**config.mk**
```make
export PLATFORM = sky130hd
export DESIGN_NAME = blitter_top
export DESIGN_NICKNAME = d
export VERILOG_FILES = /design/src/source/blit_regs_pkg.sv /design/src/source/blit_core_pkg.sv /design/src/source/blit_reg_queue.sv /design/src/source/blit_source_channel.sv /design/src/source/blit_sequencer.sv /design/src/source/blit_write_unit.sv /design/src/source/blitter_top.sv
export SDC_FILE = /design/constraint.sdc
export NUM_CORES = 1
export LEC_CHECK = 0
export BUFFER_PORTS_ARGS = -buffer_cell sky130_fd_sc_hd__buf_2
export CORE_AREA = 2 2 284 286
export CTS_CLUSTER_SIZE = 25
export DETAILED_ROUTE_END_ITERATION = 12
export DIE_AREA = 0 0 286 288
export MAX_ROUTING_LAYER = met4
export RECOVER_POWER = 50
export SKIP_LAST_GASP = 1
export SLEW_MARGIN = 20
export SYNTH_ARGS = -nofsm -noshare
export SYNTH_HDL_FRONTEND = slang
export SYNTH_SLANG_ARGS = --single-unit
```
**constraint.sdc**
```tcl
create_clock -name clk -period 5.8 [get_ports clk]
set_input_delay 1.16 -clock clk [delete_from_list [all_inputs] [get_ports clk]]
set_output_delay 1.16 -clock clk [all_outputs]
set_load 0.01 [all_outputs]
```
**src/source/blit_regs_pkg.sv**
```systemverilog
package blit_regs_pkg;

    // blit register numbers, written one word at a time by the host
    typedef enum logic [3:0] {
        REG_CTRL  = 4'd0,           // control bits and transparency value
        REG_SHIFT = 4'd1,           // nibble shift and edge masks
        REG_MOD_A = 4'd2,
        REG_SRC_A = 4'd3,
        REG_MOD_B = 4'd4,
        REG_SRC_B = 4'd5,
        REG_MOD_C = 4'd6,
        REG_VAL_C = 4'd7,
        REG_MOD_D = 4'd8,
        REG_DST_D = 4'd9,
        REG_LINES = 4'd10,          // line count minus one
        REG_WORDS = 4'd11           // word count minus one, queues the blit
    } blit_reg_t;

    // REG_CTRL fields
    localparam int CTRL_A_CONST_BIT = 0;
    localparam int CTRL_B_CONST_BIT = 1;
    localparam int CTRL_B_NOT_BIT   = 2;
    localparam int CTRL_C_USE_B_BIT = 3;
    localparam int CTRL_TRANSP_LSB  = 8;    // 8 bits, two transparency nibbles

    // REG_SHIFT fields
    localparam int SHIFT_F_MASK_LSB = 12;
    localparam int SHIFT_L_MASK_LSB = 8;
    localparam int SHIFT_AMT_LSB    = 0;    // 2 bits

endpackage

```
**src/source/blit_core_pkg.sv**
```systemverilog
package blit_core_pkg;

    localparam int WORD_BITS     = 16;
    localparam int NIB_BITS      = 4;
    localparam int NIBS_PER_WORD = 4;

    typedef logic [WORD_BITS-1:0]     word_t;       // video memory data word
    typedef logic [WORD_BITS-1:0]     addr_t;       // video memory word address
    typedef logic [NIBS_PER_WORD-1:0] nib_mask_t;   // bit 3 is the high nibble
    typedef logic [1:0]               shift_t;      // right shift in nibbles

    // sequencer states
    typedef enum logic [2:0] {
        IDLE,                       // wait for a queued blit
        SETUP,                      // copy queued registers into the engine
        LINE_BEG,                   // load word counter, start first access
        RD_A,                       // read source A
        RD_B,                       // read source B
        WR_D,                       // write destination D
        LINE_END                    // apply modulos, next line or finish
    } blit_state_t;

endpackage

```
**src/source/blit_reg_queue.sv**
```systemverilog
`timescale 1ns/1ps

module blit_reg_queue (
    input  logic                      clk,
    input  logic                      reset_i,
    input  logic                      reg_wr_i,
    input  blit_regs_pkg::blit_reg_t  reg_num_i,
    input  blit_core_pkg::word_t      reg_data_i,
    input  logic                      setup_i,      // engine has copied the queued blit
    output logic                      queued_o,
    output logic                      a_const_o,
    output logic                      b_const_o,
    output logic                      b_not_o,
    output logic                      c_use_b_o,
    output logic [7:0]                transp_o,
    output blit_core_pkg::shift_t     shift_o,
    output blit_core_pkg::nib_mask_t  f_mask_o,
    output blit_core_pkg::nib_mask_t  l_mask_o,
    output blit_core_pkg::word_t      mod_a_o,
    output blit_core_pkg::word_t      src_a_o,
    output blit_core_pkg::word_t      mod_b_o,
    output blit_core_pkg::word_t      src_b_o,
    output blit_core_pkg::word_t      mod_c_o,
    output blit_core_pkg::word_t      val_c_o,
    output blit_core_pkg::word_t      mod_d_o,
    output blit_core_pkg::word_t      dst_d_o,
    output blit_core_pkg::word_t      lines_o,
    output blit_core_pkg::word_t      words_o
);
    import blit_regs_pkg::*;
    import blit_core_pkg::*;

    always_ff @(posedge clk) begin
        if (reset_i) begin
            queued_o  <= 1'b0;
            a_const_o <= 1'b0;
            b_const_o <= 1'b0;
            b_not_o   <= 1'b0;
            c_use_b_o <= 1'b0;
        end else begin
            if (setup_i) begin
                queued_o <= 1'b0;                   // a WORDS write below wins
            end
            if (reg_wr_i && reg_num_i == REG_CTRL) begin
                a_const_o <= reg_data_i[CTRL_A_CONST_BIT];
                b_const_o <= reg_data_i[CTRL_B_CONST_BIT];
                b_not_o   <= reg_data_i[CTRL_B_NOT_BIT];
                c_use_b_o <= reg_data_i[CTRL_C_USE_B_BIT];
            end
            if (reg_wr_i && reg_num_i == REG_WORDS) begin
                queued_o <= 1'b1;
            end
        end
    end

    always_ff @(posedge clk) begin
        if (reg_wr_i) begin
            case (reg_num_i)
                REG_CTRL:  transp_o <= reg_data_i[CTRL_TRANSP_LSB +: 8];
                REG_SHIFT: begin
                    shift_o  <= reg_data_i[SHIFT_AMT_LSB +: 2];
                    f_mask_o <= reg_data_i[SHIFT_F_MASK_LSB +: NIBS_PER_WORD];
                    l_mask_o <= reg_data_i[SHIFT_L_MASK_LSB +: NIBS_PER_WORD];
                end
                REG_MOD_A: mod_a_o <= reg_data_i;
                REG_SRC_A: src_a_o <= reg_data_i;
                REG_MOD_B: mod_b_o <= reg_data_i;
                REG_SRC_B: src_b_o <= reg_data_i;
                REG_MOD_C: mod_c_o <= reg_data_i;
                REG_VAL_C: val_c_o <= reg_data_i;
                REG_MOD_D: mod_d_o <= reg_data_i;
                REG_DST_D: dst_d_o <= reg_data_i;
                REG_LINES: lines_o <= reg_data_i;
                REG_WORDS: words_o <= reg_data_i;
                default: begin
                end
            endcase
        end
    end

endmodule

```
**src/source/blit_source_channel.sv**
```systemverilog
`timescale 1ns/1ps

module blit_source_channel (
    input  logic                   clk,
    input  logic                   reset_i,
    input  logic                   setup_i,
    input  logic                   load_i,          // memory word arrives
    input  logic                   line_end_i,
    input  blit_core_pkg::word_t   start_i,         // constant value at blit start
    input  blit_core_pkg::word_t   mod_i,
    input  blit_core_pkg::word_t   data_i,
    input  blit_core_pkg::shift_t  shift_i,
    output blit_core_pkg::word_t   val_o
);
    import blit_core_pkg::*;

    word_t  prev;                                   // raw previous memory word
    word_t  mod;
    shift_t shift;

    // low n nibbles of last become the top nibbles, then the top of cur
    function automatic word_t shift_right(shift_t n, word_t cur, word_t last);
        logic [2*WORD_BITS-1:0] both;
        both = {last, cur} >> (n * NIB_BITS);
        return both[WORD_BITS-1:0];
    endfunction

    always_ff @(posedge clk) begin
        if (reset_i) begin
            val_o <= '0;
            prev  <= '0;
        end else if (setup_i) begin
            val_o <= start_i;                       // used as is when constant
            prev  <= '0;
        end else if (load_i) begin
            val_o <= shift_right(shift, data_i, prev);
            prev  <= data_i;
        end else if (line_end_i) begin
            val_o <= val_o ^ mod;                   // only matters for a constant
        end
    end

    // per-blit settings, the queue may already hold the next blit
    always_ff @(posedge clk) begin
        if (setup_i) begin
            mod   <= mod_i;
            shift <= shift_i;
        end
    end

endmodule

```
**src/source/blit_sequencer.sv**
```systemverilog
`timescale 1ns/1ps

module blit_sequencer (
    input  logic                      clk,
    input  logic                      reset_i,
    input  logic                      queued_i,
    input  logic                      a_const_i,
    input  logic                      b_const_i,
    input  blit_core_pkg::nib_mask_t  f_mask_i,
    input  blit_core_pkg::nib_mask_t  l_mask_i,
    input  blit_core_pkg::word_t      src_a_i,
    input  blit_core_pkg::word_t      src_b_i,
    input  blit_core_pkg::word_t      dst_d_i,
    input  blit_core_pkg::word_t      mod_a_i,
    input  blit_core_pkg::word_t      mod_b_i,
    input  blit_core_pkg::word_t      mod_d_i,
    input  blit_core_pkg::word_t      lines_i,
    input  blit_core_pkg::word_t      words_i,
    input  logic                      vram_ack_i,
    output logic                      setup_o,
    output logic                      load_a_o,
    output logic                      load_b_o,
    output logic                      line_end_o,
    output logic                      busy_o,
    output logic                      done_intr_o,
    output logic                      vram_sel_o,
    output logic                      vram_wr_o,
    output blit_core_pkg::nib_mask_t  pos_mask_o,
    output blit_core_pkg::addr_t      vram_addr_o
);
    import blit_core_pkg::*;

    blit_state_t          state, state_next, first_access;
    logic                 advance;
    logic                 a_const, b_const;
    logic                 first_word;
    logic [WORD_BITS:0]   line_cnt;                 // msb set after last line
    logic [WORD_BITS:0]   word_cnt;                 // msb set on last word
    addr_t                addr_a, addr_b, addr_d;
    word_t                mod_a, mod_b, mod_d, words;
    nib_mask_t            f_mask, l_mask;

    assign vram_sel_o  = (state == RD_A) || (state == RD_B) || (state == WR_D);
    assign vram_wr_o   = (state == WR_D);
    assign vram_addr_o = (state == RD_A) ? addr_a : (state == RD_B) ? addr_b : addr_d;
    assign advance     = !vram_sel_o || vram_ack_i;     // hold while memory stalls

    assign setup_o    = (state == SETUP);
    assign load_a_o   = (state == RD_A) && vram_ack_i;
    assign load_b_o   = (state == RD_B) && vram_ack_i;
    assign line_end_o = (state == LINE_END) && advance;
    assign busy_o     = (state != IDLE);
    assign pos_mask_o = (first_word ? f_mask : '1) & (word_cnt[WORD_BITS] ? l_mask : '1);

    // skip reads of constant sources
    assign first_access = !a_const ? RD_A : !b_const ? RD_B : WR_D;

    always_comb begin
        case (state)
            IDLE:     state_next = queued_i ? SETUP : IDLE;
            SETUP:    state_next = LINE_BEG;
            LINE_BEG: state_next = first_access;
            RD_A:     state_next = b_const ? WR_D : RD_B;
            RD_B:     state_next = WR_D;
            WR_D:     state_next = word_cnt[WORD_BITS] ? LINE_END : first_access;
            LINE_END: begin
                if (!line_cnt[WORD_BITS]) begin
                    state_next = LINE_BEG;
                end else begin
                    state_next = queued_i ? SETUP : IDLE;   // next blit without idling
                end
            end
            default:  state_next = IDLE;
        endcase
    end

    always_ff @(posedge clk) begin
        if (reset_i) begin
            state       <= IDLE;
            done_intr_o <= 1'b0;
        end else begin
            done_intr_o <= line_end_o && line_cnt[WORD_BITS];
            if (advance) begin
                state <= state_next;
            end
        end
    end

    always_ff @(posedge clk) begin
        if (advance) begin
            case (state)
                SETUP: begin
                    a_const  <= a_const_i;
                    b_const  <= b_const_i;
                    f_mask   <= f_mask_i;
                    l_mask   <= l_mask_i;
                    addr_a   <= src_a_i;
                    addr_b   <= src_b_i;
                    addr_d   <= dst_d_i;
                    mod_a    <= mod_a_i;
                    mod_b    <= mod_b_i;
                    mod_d    <= mod_d_i;
                    words    <= words_i;
                    line_cnt <= {1'b0, lines_i};
                end
                LINE_BEG: begin
                    line_cnt   <= line_cnt - 1'b1;
                    word_cnt   <= {1'b0, words} - 1'b1;
                    first_word <= 1'b1;
                end
                RD_A: addr_a <= addr_a + 1'b1;
                RD_B: addr_b <= addr_b + 1'b1;
                WR_D: begin
                    addr_d     <= addr_d + 1'b1;
                    word_cnt   <= word_cnt - 1'b1;
                    first_word <= 1'b0;
                end
                LINE_END: begin
                    addr_a <= addr_a + mod_a;
                    addr_b <= addr_b + mod_b;
                    addr_d <= addr_d + mod_d;
                end
                default: begin
                end
            endcase
        end
    end

endmodule

```
**src/source/blit_write_unit.sv**
```systemverilog
`timescale 1ns/1ps

module blit_write_unit (
    input  logic                      clk,
    input  logic                      reset_i,
    input  logic                      setup_i,
    input  logic                      line_end_i,
    input  logic                      b_not_i,
    input  logic                      c_use_b_i,
    input  logic [7:0]                transp_i,
    input  blit_core_pkg::word_t      val_a_i,
    input  blit_core_pkg::word_t      val_b_i,
    input  blit_core_pkg::word_t      val_c_i,
    input  blit_core_pkg::word_t      mod_c_i,
    input  blit_core_pkg::nib_mask_t  pos_mask_i,
    output blit_core_pkg::word_t      vram_data_o,
    output blit_core_pkg::nib_mask_t  vram_mask_o
);
    import blit_core_pkg::*;

    logic       b_not, c_use_b;
    logic [7:0] transp;
    word_t      c_reg, mod_c;
    word_t      b_op, c_op;
    nib_mask_t  opaque;                             // B nibble differs from transp

    always_ff @(posedge clk) begin
        if (reset_i) begin
            b_not   <= 1'b0;
            c_use_b <= 1'b0;
        end else if (setup_i) begin
            b_not   <= b_not_i;
            c_use_b <= c_use_b_i;
        end
    end

    always_ff @(posedge clk) begin
        if (setup_i) begin
            transp <= transp_i;
            mod_c  <= mod_c_i;
            c_reg  <= val_c_i;
        end else if (line_end_i) begin
            c_reg  <= c_reg ^ mod_c;
        end
    end

    assign b_op        = b_not ? ~val_b_i : val_b_i;
    assign c_op        = c_use_b ? val_b_i : c_reg;     // plain B, not inverted
    assign vram_data_o = (val_a_i & b_op) ^ c_op;

    // odd nibbles compare with the high transparency nibble
    always_comb begin
        for (int i = 0; i < NIBS_PER_WORD; i++) begin
            opaque[i] = val_b_i[i*NIB_BITS +: NIB_BITS] !=
                        ((i % 2 == 1) ? transp[7:4] : transp[3:0]);
        end
    end

    assign vram_mask_o = pos_mask_i & opaque;

endmodule

```
**src/source/blitter_top.sv**
```systemverilog
`timescale 1ns/1ps

module blitter_top (
    input  logic                      clk,
    input  logic                      reset_i,
    input  logic                      reg_wr_i,
    input  blit_regs_pkg::blit_reg_t  reg_num_i,
    input  blit_core_pkg::word_t      reg_data_i,
    output logic                      busy_o,
    output logic                      full_o,
    output logic                      done_intr_o,
    output logic                      vram_sel_o,
    input  logic                      vram_ack_i,
    output logic                      vram_wr_o,
    output blit_core_pkg::nib_mask_t  vram_mask_o,
    output blit_core_pkg::addr_t      vram_addr_o,
    input  blit_core_pkg::word_t      vram_data_i,
    output blit_core_pkg::word_t      vram_data_o
);
    import blit_core_pkg::*;

    logic       setup, load_a, load_b, line_end;
    logic       a_const, b_const, b_not, c_use_b;
    logic [7:0] transp;
    shift_t     shift;
    nib_mask_t  f_mask, l_mask, pos_mask;
    word_t      mod_a, src_a, mod_b, src_b, mod_c, val_c, mod_d, dst_d, lines, words;
    word_t      val_a, val_b;

    blit_reg_queue queue_i (
        .clk, .reset_i, .reg_wr_i, .reg_num_i, .reg_data_i,
        .setup_i(setup), .queued_o(full_o),
        .a_const_o(a_const), .b_const_o(b_const), .b_not_o(b_not), .c_use_b_o(c_use_b),
        .transp_o(transp), .shift_o(shift), .f_mask_o(f_mask), .l_mask_o(l_mask),
        .mod_a_o(mod_a), .src_a_o(src_a), .mod_b_o(mod_b), .src_b_o(src_b),
        .mod_c_o(mod_c), .val_c_o(val_c), .mod_d_o(mod_d), .dst_d_o(dst_d),
        .lines_o(lines), .words_o(words)
    );

    blit_source_channel chan_a (
        .clk, .reset_i, .setup_i(setup), .load_i(load_a), .line_end_i(line_end),
        .start_i(src_a), .mod_i(mod_a), .data_i(vram_data_i), .shift_i(shift),
        .val_o(val_a)
    );

    blit_source_channel chan_b (
        .clk, .reset_i, .setup_i(setup), .load_i(load_b), .line_end_i(line_end),
        .start_i(src_b), .mod_i(mod_b), .data_i(vram_data_i), .shift_i(shift),
        .val_o(val_b)
    );

    blit_sequencer seq_i (
        .clk, .reset_i, .queued_i(full_o), .a_const_i(a_const), .b_const_i(b_const),
        .f_mask_i(f_mask), .l_mask_i(l_mask),
        .src_a_i(src_a), .src_b_i(src_b), .dst_d_i(dst_d),
        .mod_a_i(mod_a), .mod_b_i(mod_b), .mod_d_i(mod_d),
        .lines_i(lines), .words_i(words), .vram_ack_i,
        .setup_o(setup), .load_a_o(load_a), .load_b_o(load_b), .line_end_o(line_end),
        .busy_o, .done_intr_o, .vram_sel_o, .vram_wr_o,
        .pos_mask_o(pos_mask), .vram_addr_o
    );

    blit_write_unit write_i (
        .clk, .reset_i, .setup_i(setup), .line_end_i(line_end),
        .b_not_i(b_not), .c_use_b_i(c_use_b), .transp_i(transp),
        .val_a_i(val_a), .val_b_i(val_b), .val_c_i(val_c), .mod_c_i(mod_c),
        .pos_mask_i(pos_mask), .vram_data_o, .vram_mask_o
    );

endmodule

```
==> results of run 1 <==
synth_stat cells (47+ instances only):
cell type	count
o21ai_0	85
dfxtp_1	67
nor2_1	168
ha_1	47
clkbuf_1	71
a211oi_1	89
and2_1	47
xnor2_1	84
xor2_1	49
edfxtp_1	409
nand2_1	214
a21oi_1	147
worst max-delay path by stage:
stage | start | endpoint | slack (ns) | cells after the start
after floorplan | seq_i.state[0] | seq_i.addr_b[14] | 2.30 | 14
after global placement | seq_i.state[1] | seq_i.addr_d[15] | 1.70 | 12
after detailed placement | seq_i.state[1] | seq_i.addr_d[15] | 1.51 | 12
after CTS | seq_i.state[0] | vram_addr_o[0] | 1.28 | 8
after global routing | seq_i.state[0] | vram_addr_o[0] | 1.07 | 8
final | seq_i.state[0] | vram_addr_o[15] | 1.34 | 8
routing by layer:
| layer | global-route usage, % | part of all wire, % | vias up |
|---|---|---|---|
| li1 | - | - | 6845 |
| met1 | 19.5 | 43 | 7297 |
| met2 | 24.8 | 49 | 443 |
| met3 | 1.47 | 5.2 | 95 |
| met4 | 4.76 | 3.1 | 0 |
| met5 | - | 0 | - |
per-stage QoR:
step           hold slack, ns  power, W  util, %  cells  instance area [um^2]
4_1_cts                 0.417   0.00813     31.7   2974                 25300
2_1_floorplan           0.400   0.00459        -   1812                 22000
5_1_grt                 0.422   0.00835     31.6   2975                 25200
3_3_place_gp            0.400   0.00488     29.7   2888                 23600
6_report                0.415   0.00807     31.6   2976                 25200
3_5_place_dp            0.405   0.00490     29.7   2888                 23600
logic make-up after synthesis:
group                    Yosys count  share of synthesized area [%]
adder cells (fa/ha/maj)           50                           2.95
XOR/XNOR                         133                           5.29
AO/OA/AOI/OAI                    423                           11.9
buffers and inverters            123                           2.19
flip-flops                       476                           61.9
multiplexers                      73                           5.00
AND/OR/NAND/NOR                  534                           10.7
area by class of cell:
cell class / count / area, um^2 / area share [%]
clock buffers: 64 / 1330 / 5.28
well taps: 1060 / 1330 / 5.26
clock inverters: 22 / 308 / 1.22
diodes: 2 / 5.00 / 0.0199
flip-flops and latches: 476 / 13600 / 54.1
inverters: 26 / 101 / 0.402
multi-input cells: 1213 / 7920 / 31.4
repair buffers: 113 / 587 / 2.33
critical path: stages, from the launching register on:
cell and delay [ns]:
dfxtp_1 0.68, nand2b_1 0.18, buf_4 0.37, nor2_2 0.05
buf_4 0.23, nor2_1 0.70, nand2_1 0.14, nand2_1 0.20
buf_2 0.17
power by group:
part	switching (W)	internal [W]	total, W
Sequential	0.000164	0.00390	0.00407
Clock	0.00131	0.00193	0.00324
Combinational	0.000479	0.000283	0.000762
==> metrics.cfg, run 1 <==
[sta]
max_freq_mhz=224
finalCriticalPeriod_ns=4.46
period_share_pct=76.9
finalSetupTns_ns=0
finalWorstSetupSlack_ns=1.34
setup_viol=0
hold_violations=0
relSlewSlack_pct=-6.88
final_max_slew_viol_count=26
rsz0062_at_grt=false
worstMarginPinSlew_ns=1.60
skew_ns=0.0164

[yosys]
syn_avg_cell_area_um2=12.1
synth.ff_latch_count=476
synth-seq-area-share_pct=61.9
synth_top_area_share_pct=55.8
synth_area_leaders=edfxtp_1, dfxtp_1, nand2_1
synth-warning-count=0
synth_cells=1812
synthArstFlopShare_pct=0
yosysUniqueCellTypes=64
ys.flop_type=edfxtp_1
yosys.area.top_type=edfxtp_1
syn-cell-area_mm2=0.0220
synth_nets=1902
synth_edf_count=409

[setup_path]
path_class=reg2out
cp-end-kind=primary output
reg2reg_slack_ns=1.51
worstReg2RegEnd=seq_i.addr_d[15]
rr_startpoint=seq_i.state[1]
worst-path-max-fanout=36
cp.required_ns=4.64
arrival_ns=3.30
crit_path_start_kind=register
reg2regPathDepth=12

[floorplanning]
die_y_um=288
num_rows=104
fp.dieArea_mm2=0.0824
ios=81
start_util_pct=27.6
die_w_um=286
core_area_mm2=0.0796

[global_routing]
grt_overflow=0
grt_max_degree=85
antenna_found_initial=6
grt_pass1_wl_um=90400
grt_pass1_vias=14239
track_usage_pct=15.0

[route]
route.detailed.drc=0
wl_per_cell_um=20.5
dr.pass1.iters=9
drt_iter0_markers=1395
viasPerCell=4.93
antenna_left=0
dr_total_vias=14680
wirelength_um=60900

[hold_path]
hp-start=queue_i.mod_c_o[11]
hp-class=reg2reg
hold_path_depth=0
worst_hold_path.endpoint=write_i.mod_c[11]

[clocking]
cts_hold_buf=0
root_buffer=clkbuf_16
tritoncts=yes
cts_buffer_depth=3
cts_buffers=47
post_cts_buffers=0
post_cts_resized=0
clkTransAtPathRegs_ns=0.06
htreeDepth=2
clk_latency_ns=0.56
cts_sinks=476

[run_status]
violations=max-capacitance violations, max-slew violations
outcome=finished, violations left

[power]
p_leak_nw=8.49
power_density_mw_per_mm2=320
irDropWorstVdd_v=0.000215

[placed_design]
dpl_worst_slack_ns=1.51
gp_congestion=0.890
hpwl_um=41800
numPortBuffers=80

[finish]
largestRegisters=seq_i.line_cnt: 17 flops, seq_i.word_cnt: 17 flops
final_cell_mix=edfxtp_1, nand2_1, nor2_1, a21oi_1, a211oi_1
drive_above_1_share_pct=11.5
synthToLayoutAreaGrowth_pct=14.5
layout_commonest_cell=edfxtp_1
nFillCells=7977
nNetsFinal=1967

[flow_run]
drv_cap=2

Note: power is estimated with default switching activity, not from simulation.
==> run 2: changes to the inputs <==
==> constraint.sdc (replaced) <==
create_clock -name clk -period 4.01 [get_ports clk]
set_input_delay 0.802 -clock clk [delete_from_list [all_inputs] [get_ports clk]]
set_output_delay 0.802 -clock clk [all_outputs]
set_load 0.01 [all_outputs]
==> metrics.cfg, run 2 (same netlist as run 1, synthesis figures left out) <==
[route]
highest_layer=met4
viasPerCell=4.93  ; -0.15%
wl_met2_um=29600  ; -0.29%
wl_per_cell_um=20.4  ; -0.18%
wl_met3_um=3140  ; -1.4%
wirelength_um=61300  ; +0.59%
dr_total_vias=14772  ; +0.63%
drt_iter0_markers=1324  ; -5.1%
route.detailed.drc=0  ; unchanged
antenna_left=0  ; unchanged
dr.pass1.iters=5  ; -4
wl_met1_um=26100  ; -0.40%

[hold_path]
worst_hold_path.endpoint=seq_i.mod_d[1]
hold_path_depth=0  ; unchanged
hp-start=queue_i.mod_d_o[1]
hp-class=reg2reg

[sta]
hold_violations=0  ; unchanged
worstMarginPinSlew_ns=1.57  ; -0.0284 ns
setup_viol=0  ; unchanged
period_share_pct=88.4
finalCriticalPeriod_ns=3.54
skew_ns=0.0303  ; +0.0138 ns
max_freq_mhz=282
fin_hold_ws_ns=0.414  ; -0.00184 ns
relSlewSlack_pct=-4.99  ; +1.9 points
finalSetupTns_ns=0  ; unchanged
rsz0062_at_grt=false
final_max_slew_viol_count=26  ; unchanged

[clocking]
cts_buffers=48  ; +2.1%
clk_latency_ns=0.57  ; about the same
clkTransAtPathRegs_ns=0.06  ; about the same
post_cts_resized=0  ; unchanged
htreeDepth=2  ; unchanged
cts_hold_buf=0  ; unchanged
post_cts_buffers=0  ; unchanged
root_buffer=clkbuf_16
cts_buffer_depth=3  ; unchanged
cts_sinks=476  ; unchanged
tritoncts=yes

[power]
p_seq_share_pct=51.1  ; +0.7 points
p_clk_share_pct=39.1  ; -1.0 points
p_sw_share_pct=24.8  ; +0.57 points
irDropWorstVdd_v=0.000290  ; +35%
p_leak_nw=8.56  ; +0.82%
power_w=0.0115  ; +43%
p_comb_share_pct=9.9  ; +0.4 points
netSwitchingPower_w=0.00285  ; +46%
power_density_mw_per_mm2=454  ; +42%
internal_power_w=0.00866  ; +42%

[placed_design]
post_dp_cell_area_mm2=0.0238  ; +0.73%
hpwl_um=43100  ; +3.0%
gp_congestion=0.880  ; -1.1%
numPortBuffers=80  ; unchanged

[setup_path]
rr_startpoint=seq_i.state[0]
arrival_ns=3.94  ; +0.64 ns
path_class=reg2reg
reg2reg_slack_ns=0.47  ; -1.04 ns
cp.required_ns=4.40  ; -0.24 ns
worst-path-max-fanout=35  ; -2.8%
crit_path_start_kind=register
cp-end-kind=register
reg2regPathDepth=13  ; +1
worstReg2RegEnd=seq_i.addr_a[15]

[global_routing]
antenna_found_initial=8  ; +2
grt_pass1_vias=14582  ; +2.4%
grt_max_degree=47  ; -45%
grt_overflow=0  ; unchanged
grt_pass1_wl_um=91800  ; +1.6%
track_usage_pct=15.1  ; +0.12 points

[finish]
largestRegisters=seq_i.line_cnt: 17 flops, seq_i.word_cnt: 17 flops
nNetsFinal=1986  ; +0.97%
drive_above_1_share_pct=12.4  ; +0.85 points
final_cell_area_mm2=0.0253  ; +0.47%
utilization_pct=31.8  ; +0.15 points
synthToLayoutAreaGrowth_pct=15.1
final_cell_mix=edfxtp_1, nand2_1, nor2_1, a21oi_1, a211oi_1
layout_commonest_cell=edfxtp_1

[floorplanning]
num_rows=104  ; unchanged
ios=81  ; unchanged
core_area_mm2=0.0796  ; unchanged
start_util_pct=27.6  ; unchanged
die_y_um=288  ; unchanged
fp.dieArea_mm2=0.0824  ; unchanged
die_w_um=286  ; unchanged

[run_status]
violations=max-capacitance violations, max-slew violations
outcome=finished, violations left

[flow_run]
drv_cap=2  ; unchanged

[run 2: cell count changes in the layout (fill, tap and decap cells not counted), moves of 2 or more]
cell	delta
buf_12	+3
clkinv_2	+3
clkinv_1	+2
inv_6	-3
clkinvlp_4	+3
buf_4	+14
bufinv_16	-4
clkbuf_16	+2
clkbuf_8	-2
[run 2: layer usage]
layer	vias up	track usage [%]
li1	6889	-
met1	7259	19.2
met2	513	24.8
met3	111	1.47
met4	0	6.43
met5	-	-
[run 2: worst max-delay path: stages (launching register included)]
cell and delay (ns):
dfxtp_1 0.32, nand2b_1 0.13, buf_4 0.35, nor2_2 0.09
buf_4 0.23, and2_1 0.18, ha_1 0.34, a2111oi_1 0.62
o21a_1 0.27, o31a_1 0.21, o31ai_1 0.11, xor2_1 0.22
nor2_1 0.08, a311oi_1 0.24
[run 2: per-stage QoR]
step                std cells  setup slack (ns)
floorplan                1812             0.514
global placement         2906             0.554
detailed placement       2906             0.527
CTS                      2996             0.413
global route             2999             0.162
finish                   2999             0.465
[run 2: worst max-delay path by stage]
stage	start	to	slack [ns]	cells past startpoint
5_1_grt	seq_i.state[1]	seq_i.word_cnt[16]	0.16	11
3_3_place_gp	seq_i.state[0]	seq_i.addr_a[14]	0.55	12
3_5_place_dp	seq_i.state[0]	seq_i.addr_a[14]	0.53	12
6_report	seq_i.state[0]	seq_i.addr_a[15]	0.47	13
4_1_cts	seq_i.state[1]	vram_addr_o[2]	0.41	8
2_1_floorplan	seq_i.state[0]	seq_i.addr_b[14]	0.51	14
[run 2: area by class of cell]
type	instances	area (um^2)
Antenna cell	3	7.51
Clock buffer	65	1360
Clock inverter	25	230
Fill cell	7973	54300
Inverter	26	100
Multi-Input combinational cell	1213	7920
Sequential cell	476	13600
Tap cell	1060	1330
Timing Repair Buffer	131	757
[run 2: power by group through the flow]
stage | logic [W] | clock network, W | registers (W)
floorplan | 0.000788 | 0 | 0.00585
global route | 0.00126 | 0.00477 | 0.00590
global placement | 0.00112 | 0 | 0.00596
finish | 0.00114 | 0.00450 | 0.00587
detailed placement | 0.00115 | 0 | 0.00598
CTS | 0.00115 | 0.00458 | 0.00587
